--- src/hdl/cpu_isa_pkg.sv ---
// ISA encoding for the 16-bit core; field positions assume data_width 16 and pc_width 12
package cpu_isa_pkg;

	localparam int data_width = 16; // Word and register width
	localparam int pc_width = 12; // Instruction address width, 4K words
	localparam int reg_addr_width = 4; // Sixteen registers
	localparam int off_width = 9; // Branch offset, signed

	// Register roles
	localparam logic [reg_addr_width-1:0] reg_ds = 4'd14; // Data segment base for LW and SW
	localparam logic [reg_addr_width-1:0] reg_sp = 4'd15; // Stack pointer for CALL and RET

	// Opcodes, values follow declaration order
	typedef enum logic [3:0] {
		ADD,  // 0
		SUB,
		NAND,
		XOR,
		INC,  // rs1 plus signed imm4
		SRA,
		SRL,
		SLL,
		LW,   // 8
		SW,
		LHB,
		LLB,
		B,
		CALL,
		RET,
		ERR   // Halts the core
	} opcode_t;

	// Branch conditions on stored flags
	typedef enum logic [2:0] {
		EQ, LT, GT, OV, NE, GE, LE, TR
	} cond_t;

	// Common fields
	localparam int opc_hi = 15;
	localparam int opc_lo = 12;
	localparam int rd_hi = 11; // Destination register
	localparam int rd_lo = 8;
	localparam int rs1_hi = 7;
	localparam int rs1_lo = 4;
	localparam int rs2_hi = 3; // Also the 4-bit immediate
	localparam int rs2_lo = 0;

	// LW, SW, LHB, LLB
	localparam int imm8_hi = 7;
	localparam int imm8_lo = 0;

	// B
	localparam int cond_hi = 11;
	localparam int cond_lo = 9;
	localparam int off_hi = 8;
	localparam int off_lo = 0;

	// CALL absolute target
	localparam int tgt_hi = 11;
	localparam int tgt_lo = 0;

endpackage
--- src/hdl/cpu_ctrl_pkg.sv ---
// Control word layout shared by decoder and datapath; alu_op_t must track the low opcode bits
package cpu_ctrl_pkg;

	// Same order as opcodes 0 to 7
	typedef enum logic [2:0] {
		ALU_ADD, ALU_SUB, ALU_NAND, ALU_XOR, ALU_INC, ALU_SRA, ALU_SRL, ALU_SLL
	} alu_op_t;

	// Immediate source for operand two
	typedef enum logic [1:0] {
		IMM_4,   // Bits 3:0
		IMM_8,   // Bits 7:0
		IMM_LHB, // Merge into high byte
		IMM_LLB  // Sign extended low byte
	} imm_sel_t;

	typedef struct packed {
		logic z; // Result zero
		logic n; // Result negative
		logic v; // Signed overflow, add and sub only
	} flags_t;

	typedef struct packed {
		logic data_reg; // Read port one from reg_ds
		logic call;
		logic rtrn; // Read port one from reg_sp
		logic branch;
		cpu_isa_pkg::cond_t cond;
		logic mem_to_reg; // Writeback from dmem, also the read strobe
		logic reg_to_mem; // Store strobe
		alu_op_t alu_op;
		logic alu_src; // Immediate as operand two
		logic sign_ext_sel;
		logic reg_write;
		logic flag_write;
		imm_sel_t imm_sel;
		logic halt;
	} ctrl_t;

endpackage

--- src/hdl/cpu_core.sv ---
// Single-cycle core; both memories are read combinationally, halted clears only on arst_n
`timescale 1ns/10ps

module cpu_core import cpu_isa_pkg::*, cpu_ctrl_pkg::*; (
	input  logic                  clk,
	input  logic                  arst_n,
	output logic [pc_width-1:0]   imem_addr,
	input  logic [data_width-1:0] imem_data,
	output logic [data_width-1:0] dmem_addr,
	output logic [data_width-1:0] dmem_wdata,
	output logic                  dmem_we,
	output logic                  dmem_re,
	input  logic [data_width-1:0] dmem_rdata,
	output logic                  halted
);

	logic [pc_width-1:0] pc;
	logic [pc_width-1:0] pc_inc; // Return address for CALL
	logic [pc_width-1:0] next_pc;
	ctrl_t ctrl_dec; // Straight from the decoder
	ctrl_t ctrl; // Same, with writes masked once halted
	logic [data_width-1:0] rd_data_1;
	logic [data_width-1:0] rd_data_2;
	logic [data_width-1:0] rd_data_d;
	logic [data_width-1:0] wr_data;
	logic [data_width-1:0] alu_result;
	flags_t alu_flags;

	control_logic u_control_logic (
		.opcode (opcode_t'(imem_data[opc_hi:opc_lo])),
		.cond   (cond_t'(imem_data[cond_hi:cond_lo])),
		.ctrl   (ctrl_dec)
	);

	// No state changes after halt
	always_comb begin
		ctrl = ctrl_dec;
		if (halted) begin
			ctrl.reg_write = 1'b0;
			ctrl.flag_write = 1'b0;
			ctrl.call = 1'b0;
			ctrl.rtrn = 1'b0;
			ctrl.reg_to_mem = 1'b0;
			ctrl.mem_to_reg = 1'b0;
		end
	end

	// Stack pointer port left open, the ALU sees sp on read port one
	reg_file u_reg_file (
		.clk       (clk),
		.arst_n    (arst_n),
		.ctrl      (ctrl),
		.rs1       (imem_data[rs1_hi:rs1_lo]),
		.rs2       (imem_data[rs2_hi:rs2_lo]),
		.rd        (imem_data[rd_hi:rd_lo]),
		.wr_data   (wr_data),
		.rd_data_1 (rd_data_1),
		.rd_data_2 (rd_data_2),
		.rd_data_d (rd_data_d),
		.sp        ()
	);

	alu u_alu (
		.ctrl      (ctrl),
		.a         (rd_data_1),
		.b         (rd_data_2),
		.instr_imm (imem_data[imm8_hi:imm8_lo]),
		.rd_old    (rd_data_d),
		.result    (alu_result),
		.flags     (alu_flags)
	);

	branch_unit u_branch_unit (
		.clk       (clk),
		.arst_n    (arst_n),
		.ctrl      (ctrl),
		.alu_flags (alu_flags),
		.pc        (pc),
		.offset    (imem_data[off_hi:off_lo]),
		.target    (imem_data[tgt_hi:tgt_lo]),
		.ret_addr  (dmem_rdata), // Word popped by RET
		.next_pc   (next_pc)
	);

	assign pc_inc = pc + 1'b1;
	assign wr_data = ctrl.mem_to_reg ? dmem_rdata : alu_result; // Writeback mux

	// Data memory port
	assign dmem_addr = alu_result;
	assign dmem_wdata = ctrl.call ? {{(data_width-pc_width){1'b0}}, pc_inc} : rd_data_d;
	assign dmem_we = (ctrl.reg_to_mem || ctrl.call) && !halted;
	assign dmem_re = (ctrl.mem_to_reg || ctrl.rtrn) && !halted;

	assign imem_addr = pc;

	always_ff @(posedge clk or negedge arst_n) begin
		if (!arst_n) begin
			pc <= '0;
			halted <= 1'b0;
		end else begin
			if (!halted) begin
				pc <= next_pc; // Holds on ERR via branch_unit
			end
			if (ctrl_dec.halt) begin
				halted <= 1'b1; // Sticky until reset
			end
		end
	end

endmodule

--- src/hdl/branch_unit.sv ---
// Flags survive until the next flag-setting op; branch offsets are relative to pc plus one
`timescale 1ns/10ps

module branch_unit import cpu_isa_pkg::*, cpu_ctrl_pkg::*; (
	input  logic                 clk,
	input  logic                 arst_n,
	input  ctrl_t                ctrl,
	input  flags_t               alu_flags,
	input  logic [pc_width-1:0]  pc,
	input  logic [off_width-1:0] offset,
	input  logic [pc_width-1:0]  target,
	input  logic [data_width-1:0] ret_addr,
	output logic [pc_width-1:0]  next_pc
);

	flags_t flags_q;
	logic taken;
	logic [pc_width-1:0] seq_pc;
	logic [pc_width-1:0] br_pc;

	always_ff @(posedge clk or negedge arst_n) begin
		if (!arst_n) begin
			flags_q <= '0;
		end else if (ctrl.flag_write) begin
			flags_q <= alu_flags;
		end
	end

	// Condition on stored flags
	always_comb begin
		case (ctrl.cond)
			EQ: taken = flags_q.z;
			LT: taken = flags_q.n && !flags_q.z;
			GT: taken = !flags_q.n && !flags_q.z;
			OV: taken = flags_q.v;
			NE: taken = !flags_q.z;
			GE: taken = !flags_q.n;
			LE: taken = flags_q.n || flags_q.z;
			default: taken = 1'b1; // TR
		endcase
	end

	assign seq_pc = pc + 1'b1;
	assign br_pc = seq_pc + {{(pc_width-off_width){offset[off_width-1]}}, offset};

	always_comb begin
		if (ctrl.halt) begin
			next_pc = pc; // Park on ERR
		end else if (ctrl.call) begin
			next_pc = target;
		end else if (ctrl.rtrn) begin
			next_pc = ret_addr[pc_width-1:0]; // Popped word, low bits only
		end else if (ctrl.branch && taken) begin
			next_pc = br_pc;
		end else begin
			next_pc = seq_pc;
		end
	end

endmodule

--- src/hdl/alu.sv ---
// Combinational ALU; shifts use only the low four bits of operand two, v is set by add and sub
`timescale 1ns/10ps

module alu import cpu_isa_pkg::*, cpu_ctrl_pkg::*; (
	input  ctrl_t                 ctrl,
	input  logic [data_width-1:0] a,
	input  logic [data_width-1:0] b,
	input  logic [7:0]            instr_imm,
	input  logic [data_width-1:0] rd_old,
	output logic [data_width-1:0] result,
	output flags_t                flags
);

	logic [data_width-1:0] imm_ext;
	logic [data_width-1:0] op_b;
	logic [data_width-1:0] res;
	logic ovf;

	// Immediate extension, 4 or 8 bits
	always_comb begin
		if (ctrl.imm_sel == IMM_4) begin
			imm_ext = ctrl.sign_ext_sel ? {{(data_width-4){instr_imm[3]}}, instr_imm[3:0]}
				: {{(data_width-4){1'b0}}, instr_imm[3:0]};
		end else begin
			imm_ext = ctrl.sign_ext_sel ? {{(data_width-8){instr_imm[7]}}, instr_imm}
				: {{(data_width-8){1'b0}}, instr_imm};
		end
	end

	assign op_b = ctrl.alu_src ? imm_ext : b;

	always_comb begin
		ovf = 1'b0;
		case (ctrl.alu_op)
			ALU_ADD, ALU_INC: begin
				res = a + op_b;
				ovf = (a[data_width-1] == op_b[data_width-1])
					&& (res[data_width-1] != a[data_width-1]); // Like signs, sign flips
			end
			ALU_SUB: begin
				res = a - op_b;
				ovf = (a[data_width-1] != op_b[data_width-1])
					&& (res[data_width-1] != a[data_width-1]);
			end
			ALU_NAND: res = ~(a & op_b);
			ALU_XOR:  res = a ^ op_b;
			ALU_SRA:  res = $signed(a) >>> op_b[3:0]; // Sign fill
			ALU_SRL:  res = a >> op_b[3:0];
			ALU_SLL:  res = a << op_b[3:0];
			default:  res = a + op_b;
		endcase

		// Stack and byte-load overrides
		if (ctrl.call) begin
			res = a - 1'b1; // Push slot below sp
			ovf = 1'b0;
		end else if (ctrl.rtrn) begin
			res = a; // Pop from sp itself
			ovf = 1'b0;
		end else if (ctrl.imm_sel == IMM_LHB) begin
			res = {instr_imm, rd_old[7:0]}; // Keep low byte
			ovf = 1'b0;
		end else if (ctrl.imm_sel == IMM_LLB) begin
			res = op_b;
			ovf = 1'b0;
		end
	end

	assign result = res;
	assign flags.z = (res == '0);
	assign flags.n = res[data_width-1];
	assign flags.v = ovf;

endmodule

--- src/hdl/reg_file.sv ---
// Register 0 reads as zero but may be written; reg_sp moves by one word on CALL and RET
`timescale 1ns/10ps

module reg_file import cpu_isa_pkg::*, cpu_ctrl_pkg::*; (
	input  logic                      clk,
	input  logic                      arst_n,
	input  ctrl_t                     ctrl,
	input  logic [reg_addr_width-1:0] rs1,
	input  logic [reg_addr_width-1:0] rs2,
	input  logic [reg_addr_width-1:0] rd,
	input  logic [data_width-1:0]     wr_data,
	output logic [data_width-1:0]     rd_data_1,
	output logic [data_width-1:0]     rd_data_2,
	output logic [data_width-1:0]     rd_data_d,
	output logic [data_width-1:0]     sp
);

	localparam int num_regs = 2 ** reg_addr_width;

	logic [data_width-1:0] regs [num_regs];
	logic [reg_addr_width-1:0] sel_1; // Steered index for port one

	// Port one source follows the control word
	always_comb begin
		if (ctrl.data_reg) begin
			sel_1 = reg_ds;
		end else if (ctrl.call || ctrl.rtrn) begin
			sel_1 = reg_sp;
		end else begin
			sel_1 = rs1;
		end
	end

	// Zero register on every read port
	assign rd_data_1 = (sel_1 == '0) ? '0 : regs[sel_1];
	assign rd_data_2 = (rs2 == '0) ? '0 : regs[rs2];
	assign rd_data_d = (rd == '0) ? '0 : regs[rd]; // Store data and LHB low byte
	assign sp = regs[reg_sp];

	always_ff @(posedge clk or negedge arst_n) begin
		if (!arst_n) begin
			regs <= '{default: '0};
		end else begin
			if (ctrl.reg_write) begin
				regs[rd] <= wr_data;
			end else if (ctrl.call) begin
				regs[reg_sp] <= regs[reg_sp] - 1'b1; // Push, stack grows down
			end else if (ctrl.rtrn) begin
				regs[reg_sp] <= regs[reg_sp] + 1'b1; // Pop
			end
		end
	end

endmodule

--- src/hdl/control_logic.sv ---
// Purely combinational decoder; any opcode outside the ISA decodes as a halt with no writes
`timescale 1ns/10ps

module control_logic import cpu_isa_pkg::*, cpu_ctrl_pkg::*; (
	input  opcode_t opcode,
	input  cond_t   cond,
	output ctrl_t   ctrl
);

	always_comb begin
		// Quiet word, each opcode turns on what it needs
		ctrl = '0;
		ctrl.cond = cond;
		ctrl.alu_op = alu_op_t'(opcode[2:0]); // ALU ops share the low opcode bits
		ctrl.imm_sel = IMM_4;

		case (opcode)
			ADD, SUB, NAND, XOR, SRA, SRL, SLL: begin
				ctrl.reg_write = 1'b1; // Register form
				ctrl.flag_write = 1'b1;
			end

			INC: begin
				ctrl.alu_src = 1'b1;
				ctrl.sign_ext_sel = 1'b1; // Signed imm4
				ctrl.reg_write = 1'b1;
				ctrl.flag_write = 1'b1;
			end

			LW: begin
				ctrl.data_reg = 1'b1; // Base from reg_ds
				ctrl.mem_to_reg = 1'b1;
				ctrl.alu_op = ALU_ADD;
				ctrl.alu_src = 1'b1;
				ctrl.imm_sel = IMM_8; // Zero extended offset
				ctrl.reg_write = 1'b1;
			end

			SW: begin
				ctrl.data_reg = 1'b1;
				ctrl.reg_to_mem = 1'b1;
				ctrl.alu_op = ALU_ADD; // Low bits would give SUB
				ctrl.alu_src = 1'b1;
				ctrl.imm_sel = IMM_8;
			end

			LHB: begin
				ctrl.alu_src = 1'b1;
				ctrl.imm_sel = IMM_LHB;
				ctrl.reg_write = 1'b1;
			end

			LLB: begin
				ctrl.alu_src = 1'b1;
				ctrl.sign_ext_sel = 1'b1;
				ctrl.imm_sel = IMM_LLB;
				ctrl.reg_write = 1'b1;
			end

			B: ctrl.branch = 1'b1; // Condition already passed through

			CALL: ctrl.call = 1'b1; // Push and jump

			RET: ctrl.rtrn = 1'b1; // Pop and jump

			ERR: ctrl.halt = 1'b1;

			default: ctrl.halt = 1'b1; // Unknown code stops the core
		endcase
	end

endmodule

--- config.mk ---
export PLATFORM = sky130hd
export DESIGN_NAME = cpu_core
export DESIGN_NICKNAME = d
export VERILOG_FILES = /design/src/hdl/cpu_isa_pkg.sv /design/src/hdl/cpu_ctrl_pkg.sv /design/src/hdl/cpu_core.sv /design/src/hdl/branch_unit.sv /design/src/hdl/alu.sv /design/src/hdl/reg_file.sv /design/src/hdl/control_logic.sv
export SDC_FILE = /design/constraint.sdc
export NUM_CORES = 1
export LEC_CHECK = 0
export ABC_AREA = 1
export BUFFER_PORTS_ARGS = -buffer_cell sky130_fd_sc_hd__buf_2
export CAP_MARGIN = 20
export CORE_MARGIN = 2
export CORE_UTILIZATION = 38
export CTS_BUF_LIST = sky130_fd_sc_hd__clkbuf_8
export DETAILED_ROUTE_END_ITERATION = 16
export MAX_ROUTING_LAYER = met4
export PLACE_DENSITY_LB_ADDON = 0.3
export SLEW_MARGIN = 25
export SYNTH_ARGS = -nofsm -noshare
export SYNTH_HDL_FRONTEND = slang
export SYNTH_SLANG_ARGS = --single-unit
--- constraint.sdc ---
create_clock -name clk -period 7.85 [get_ports clk]
set_clock_uncertainty 0.2 [all_clocks]
set_input_delay 0.3925 -clock clk [delete_from_list [all_inputs] [get_ports clk]]
set_output_delay 0.3925 -clock clk [all_outputs]
set_load 0.01 [all_outputs]
# Word level (Yosys, flattened, before mapping)
# Cells that the tools add are included.
# op_classes
bitwise_logic	8
n_eq_ne	34
n_shift	3
reduce_logical	31
magnitude_cmp	4
n_mux	56
addsub	7
# ops
cell	n
16-bit 2-to-1 mux	23
256-bit bitwise mux	1
16-bit binary-select mux with 4-bit select	3
16-bit case mux with 7 select lines	1
16-bit demux with 4-bit select	1
12-bit 2-to-1 mux	3
4-bit equality test, second input constant	8
16-bit by 1-bit subtractor with 16-bit output, second input constant	2
3-bit equality test, second input constant	7
16-bit by 1-bit adder with 16-bit output, second input constant	1
16-bit adder	1
16-bit bitwise AND	1
4-bit by 3-bit equality test with 1-bit output, second input constant	4
16-bit logical NOT	1
4-bit logical NOT	4
16-bit inverter	1
16-bit by 4-bit << shifter with 16-bit output	1
16-bit by 4-bit right shift with 16-bit output	1
16-bit by 4-bit >>> shifter with 16-bit output	1
16-bit subtractor	1
16-bit XOR	1
5-bit greater-or-equal comparator, second input constant	3
1-bit 2-to-1 mux	15
4-bit inverter with 5-bit output	3
28 further kinds	55
# totals
elab_cells	164
register_bits	272
inputBits	34
out_inout_bits	47

# Logic depth before layout (Yosys ltp)
# logic_depth
ltp_word	21
ltp_mapped	43

# Modules after synthesis
# Synthesis repeated with hierarchy kept, for this count alone.
# unflattened
cells_unflattened	4262
hier_area_um2	25544.5
# modules_own_cells
mod	cells_per_inst	area_per_inst_um2	n_inst
reg_file	2755	17608.1	1
alu	989	5059.9	1
branch_unit	282	1546.5	1
cpu_core	204	1183.6	1
control_logic	32	146.4	1

# Worst setup path before layout
# Ideal clock, no wire load.
# synth_timing
path_kind	input to output
startpoint	input port imem_data[0]
endpoint	output port dmem_addr[15]
arrival_ps	4862
path_buffers	8
setup_slack_ps	2395
required_time_ps	7258
path_stages	38
cell_sequence	inv_1 buf_2 buf_2 clkbuf_1 buf_2 clkbuf_1 clkbuf_1 clkbuf_1 a21oi_1 o21ai_0 a21oi_1 a2111oi_0 nor2_1 nor2_1 inv_1 ha_1 inv_1 nand2_1 [... 2 more ...] o211ai_1 nand3_1 o211ai_1 nand2_1 a21oi_1 nor2_1 nand2_1 nand3_1 nand2_1 inv_1 nand3_1 nand2_1 nand2_1 nand2_1 nand2_1 nand2_1 nand2_1 buf_4
# synth_rtl
element	line_no	rtl
from (decl)	cpu_core.sv:8	input logic [data_width-1:0] imem_data,
to (decl)	cpu_core.sv:9	output logic [data_width-1:0] dmem_addr,

# Worst setup path after layout
# layout_timing
startpoint	input port imem_data[15]
endpoint	output port dmem_addr[15]
# layout_via
elab_chain_cells	18
word_cells_on_any_way	57
classes_between	3 x add/sub; 16 x eq/ne; 3 x shift; 23 x mux; 4 x bitwise; 8 x reduce/logical
# layout_lines
element	line_no	rtl
branches (longest 17 deep; another with 16-bit subtractor)	-	
16-bit 2-to-1 mux *	alu.sv:54	if (ctrl.call) begin
# Mark *: on every way between the ends. The select of a mux whose other input is x is not followed.

==> results.yml <==
floorplanning:
  start_util_pct: 38.55
  rows: 89
  dieArea_sq_um: 61970
  die_h_um: 248.9
  die_w_um: 248.9
  core_area_sq_um: 59130
  num_io_pins: 81
detailed_routing:
  via_per_inst: 6.115
  highest_layer: "met4"
  dr_wl_met2_um: 43270
  vias: 26266
  detail_route.first_pass.iterations: 6
  ant_nets: 0
  wirelength_um: 100100
  drc_errors: 0
  drt-initial-drc-count: 3700
  wl_met1_um: 39760
  met3_length_um: 11060
  wl_per_cell_um: 23.30
pwr:
  p_leak_nw: 11.40
  p_per_area_nw_per_um2: 290.1
  ir_worst_vdd_uv: 214.3
clocking:
  cts_tree: "yes"
  cts_max_path_buffers: 3
  postCtsSetupBuffers: 0
  cts.clk_slew.worst_paths_ns: 0.05
  htreeDepth: 2
  cts.sinks: 272
  numCtsBuffers: 50
  clk_latency_ns: 0.68
  cts-root-buf: "clkbuf_8"
setup_path:
  crit_path_max_fanout: 23
  path_buf_inv: 8
  r2r_cells: 31
  crit_type: "in -> out"
  arrival_ns: 6.78
  path_common_cell: "nand2_1"
  end_kind: "output pin"
  rr_startpoint: "halted"
  worstPathRequired_ns: 7.26
  cpPeakStageDelay_ns: 0.53
  worst_r2r_endpoint: "u_reg_file.regs[142]"
  reg2reg_setup_slack_ns: 1.06
  cp_top_family: "simple AND/OR/NAND/NOR gates"
  start_kind: "input pin"
  crit_slowest_cell: "dlygate4sd3_1"
placed_design:
  numPortBuffers: 80
  dp.cells: 4190
  hpwlAfterDp_um: 68940
  gp_congestion: 1.043
worst_hold_path:
  hold_path.class: "in -> reg"
  min_to: "imem_addr[4]"
  hold_path.startpoint: "imem_data[4]"
  hold_depth: 3
sta:
  tns_ns: 0
  rsz0062_at_grt: "false"
  fmax_mhz: 135.6
  report.final.setup_viol: 0
  period_minus_slack_ns: 7.374
  report.final.slew_viol_count: 0
  finalHoldViolations: 0
  maxSlewHeadroom_pct: 18.42
  tightestPinTransition_ns: 1.224
  fin_crit_sh_pct: 93.94
yosys:
  synth-seq-cells: 272
  syn_inst: 3500
  syn_avg_cell_area_sq_um: 6.513
  synth-warning-count: 0
  syn-num-nets: 3598
  synth-main-ff-cell: "dfrtp_1"
  synthArstFlopShare_pct: 100.0
  seq_area_frac_synth_pct: 29.86
  synth_edf_count: 0
  syn_area_sq_um: 22800
  synth_cell_types: 58
grt:
  grt_first_pass_wirelength_um: 151100
  grt_antenna_before_repair: 3
  track_usage_pct: 32.30
  gr-total-overflow: 0
  grt_pass1_vias: 24073
  grt_max_degree: 74
layout:
  finalNetCount: 3583
  layout_commonest_cell: "nand2_1"
  syn_to_final_growth_pct: 9.193
  stdcell_count: 4295
  drive_above_1_share_pct: 9.347
  final_cell_mix: "810 x nand2_1, 445 x nand3_1, 363 x o21ai_0"
job:
  drv_cap: 0
run_status:
  status: "complete, no violations"
through the flow:
step	worst slack (ns)	cell area (sq um)	utilization, %	power, mW	hold slack [ns]
after floorplan	2.395	22800	-	4.605	-0.1031
after global placement	0.9867	23730	40.14	5.685	0.1811
after detailed placement	0.8360	23740	40.15	5.706	0.1812
after CTS	0.4992	24870	42.05	7.118	0.004308
after global routing	0.08836	24890	42.10	7.707	0.04293
final	0.4757	24890	42.10	7.221	0.04662
power breakdown:
group	total (mW)	switching (mW)	leakage (nW)	internal, mW
registers	2.47	0.567	3.42	1.90
clock network	1.40	0.685	0.559	0.711
logic	3.35	2.23	7.42	1.12
cells in the mapped netlist (18+ instances only):
cell type | count | share of area (%)
buf_4 | 18 | 0.59
o21ai_0 | 363 | 8.0
o22ai_1 | 71 | 1.9
a21oi_1 | 225 | 4.9
nand2_1 | 811 | 13
o21ai_1 | 151 | 3.3
nor2_1 | 218 | 3.6
a22oi_1 | 97 | 3.2
nand3_1 | 445 | 9.8
ha_1 | 60 | 3.3
o211ai_1 | 31 | 1.0
buf_2 | 54 | 1.2
nand2_2 | 19 | 0.52
inv_1 | 274 | 4.5
clkbuf_1 | 137 | 2.3
nand4_1 | 19 | 0.52
dfrtp_1 | 272 | 30
o21ai_2 | 22 | 0.85
kinds of logic (layout without fill, tap and decap cells):
| family | Yosys count | count (layout) | share of synthesized area [%] |
|---|---|---|---|
| and+or+nand+nor | 1572 | 1572 | 29.95 |
| AOI/OAI and AO/OA | 1046 | 1046 | 26.26 |
| buffers and inverters | 525 | 545 | 9.484 |
| DFF | 272 | 272 | 29.86 |
| adders and majority gates | 64 | 64 | 3.644 |
| xor gates and xnor gates | 21 | 21 | 0.8068 |
| other | 0 | 2 | 0 |
registers in the layout, indices dropped and copies added, names as in the netlist:
signal and count:
u_reg_file.regs 240, u_branch_unit.flags_q 3, u_reg_file.sp 16, imem_addr 12
halted 1
timing repair:
| action | CTS | global route |
|---|---|---|
| endpoints found under the hold margin | 72 | 0 |
| hold buffers | 15 | 0 |
| resized for setup | 0 | 2 |
| setup endpoints to repair | 0 | 2 |
worst max-delay path by stage:
stage                        startpoint                    to  depth (start not counted)
after floorplan            imem_data[0]         dmem_addr[15]                         38
after global placement    imem_data[13]  u_reg_file.regs[174]                         34
after detailed placement  imem_data[13]  u_reg_file.regs[142]                         34
after CTS                 imem_data[15]         dmem_addr[14]                         33
after global routing      imem_data[15]         dmem_addr[15]                         37
final                     imem_data[15]         dmem_addr[15]                         37
layout make-up:
| class | count | area [sq um] |
|---|---|---|
| Sequential cell | 272 | 6807 |
| Antenna cell | 2 | 5.005 |
| Tap cell | 773 | 967.2 |
| Timing Repair Buffer | 163 | 1125 |
| Multi-Input combinational cell | 2703 | 13900 |
| Inverter | 295 | 1114 |
| Clock inverter | 25 | 123.9 |
| Fill cell | 6327 | 34240 |
| Clock buffer | 62 | 853.3 |
routing by layer:
layer / global-route usage (%) / vias up
li1: - / 11997
met1: 42.01 / 12136
met2: 47.65 / 1768
met3: 5.820 / 365
met4: 17.35 / 0
met5: - / -
worst min-delay path, cell delays in order:
cell,delay [ns]
buf_2,0.14
a21oi_1,0.09
a32oi_1,0.19
Power figures use the tool's default switching activity.
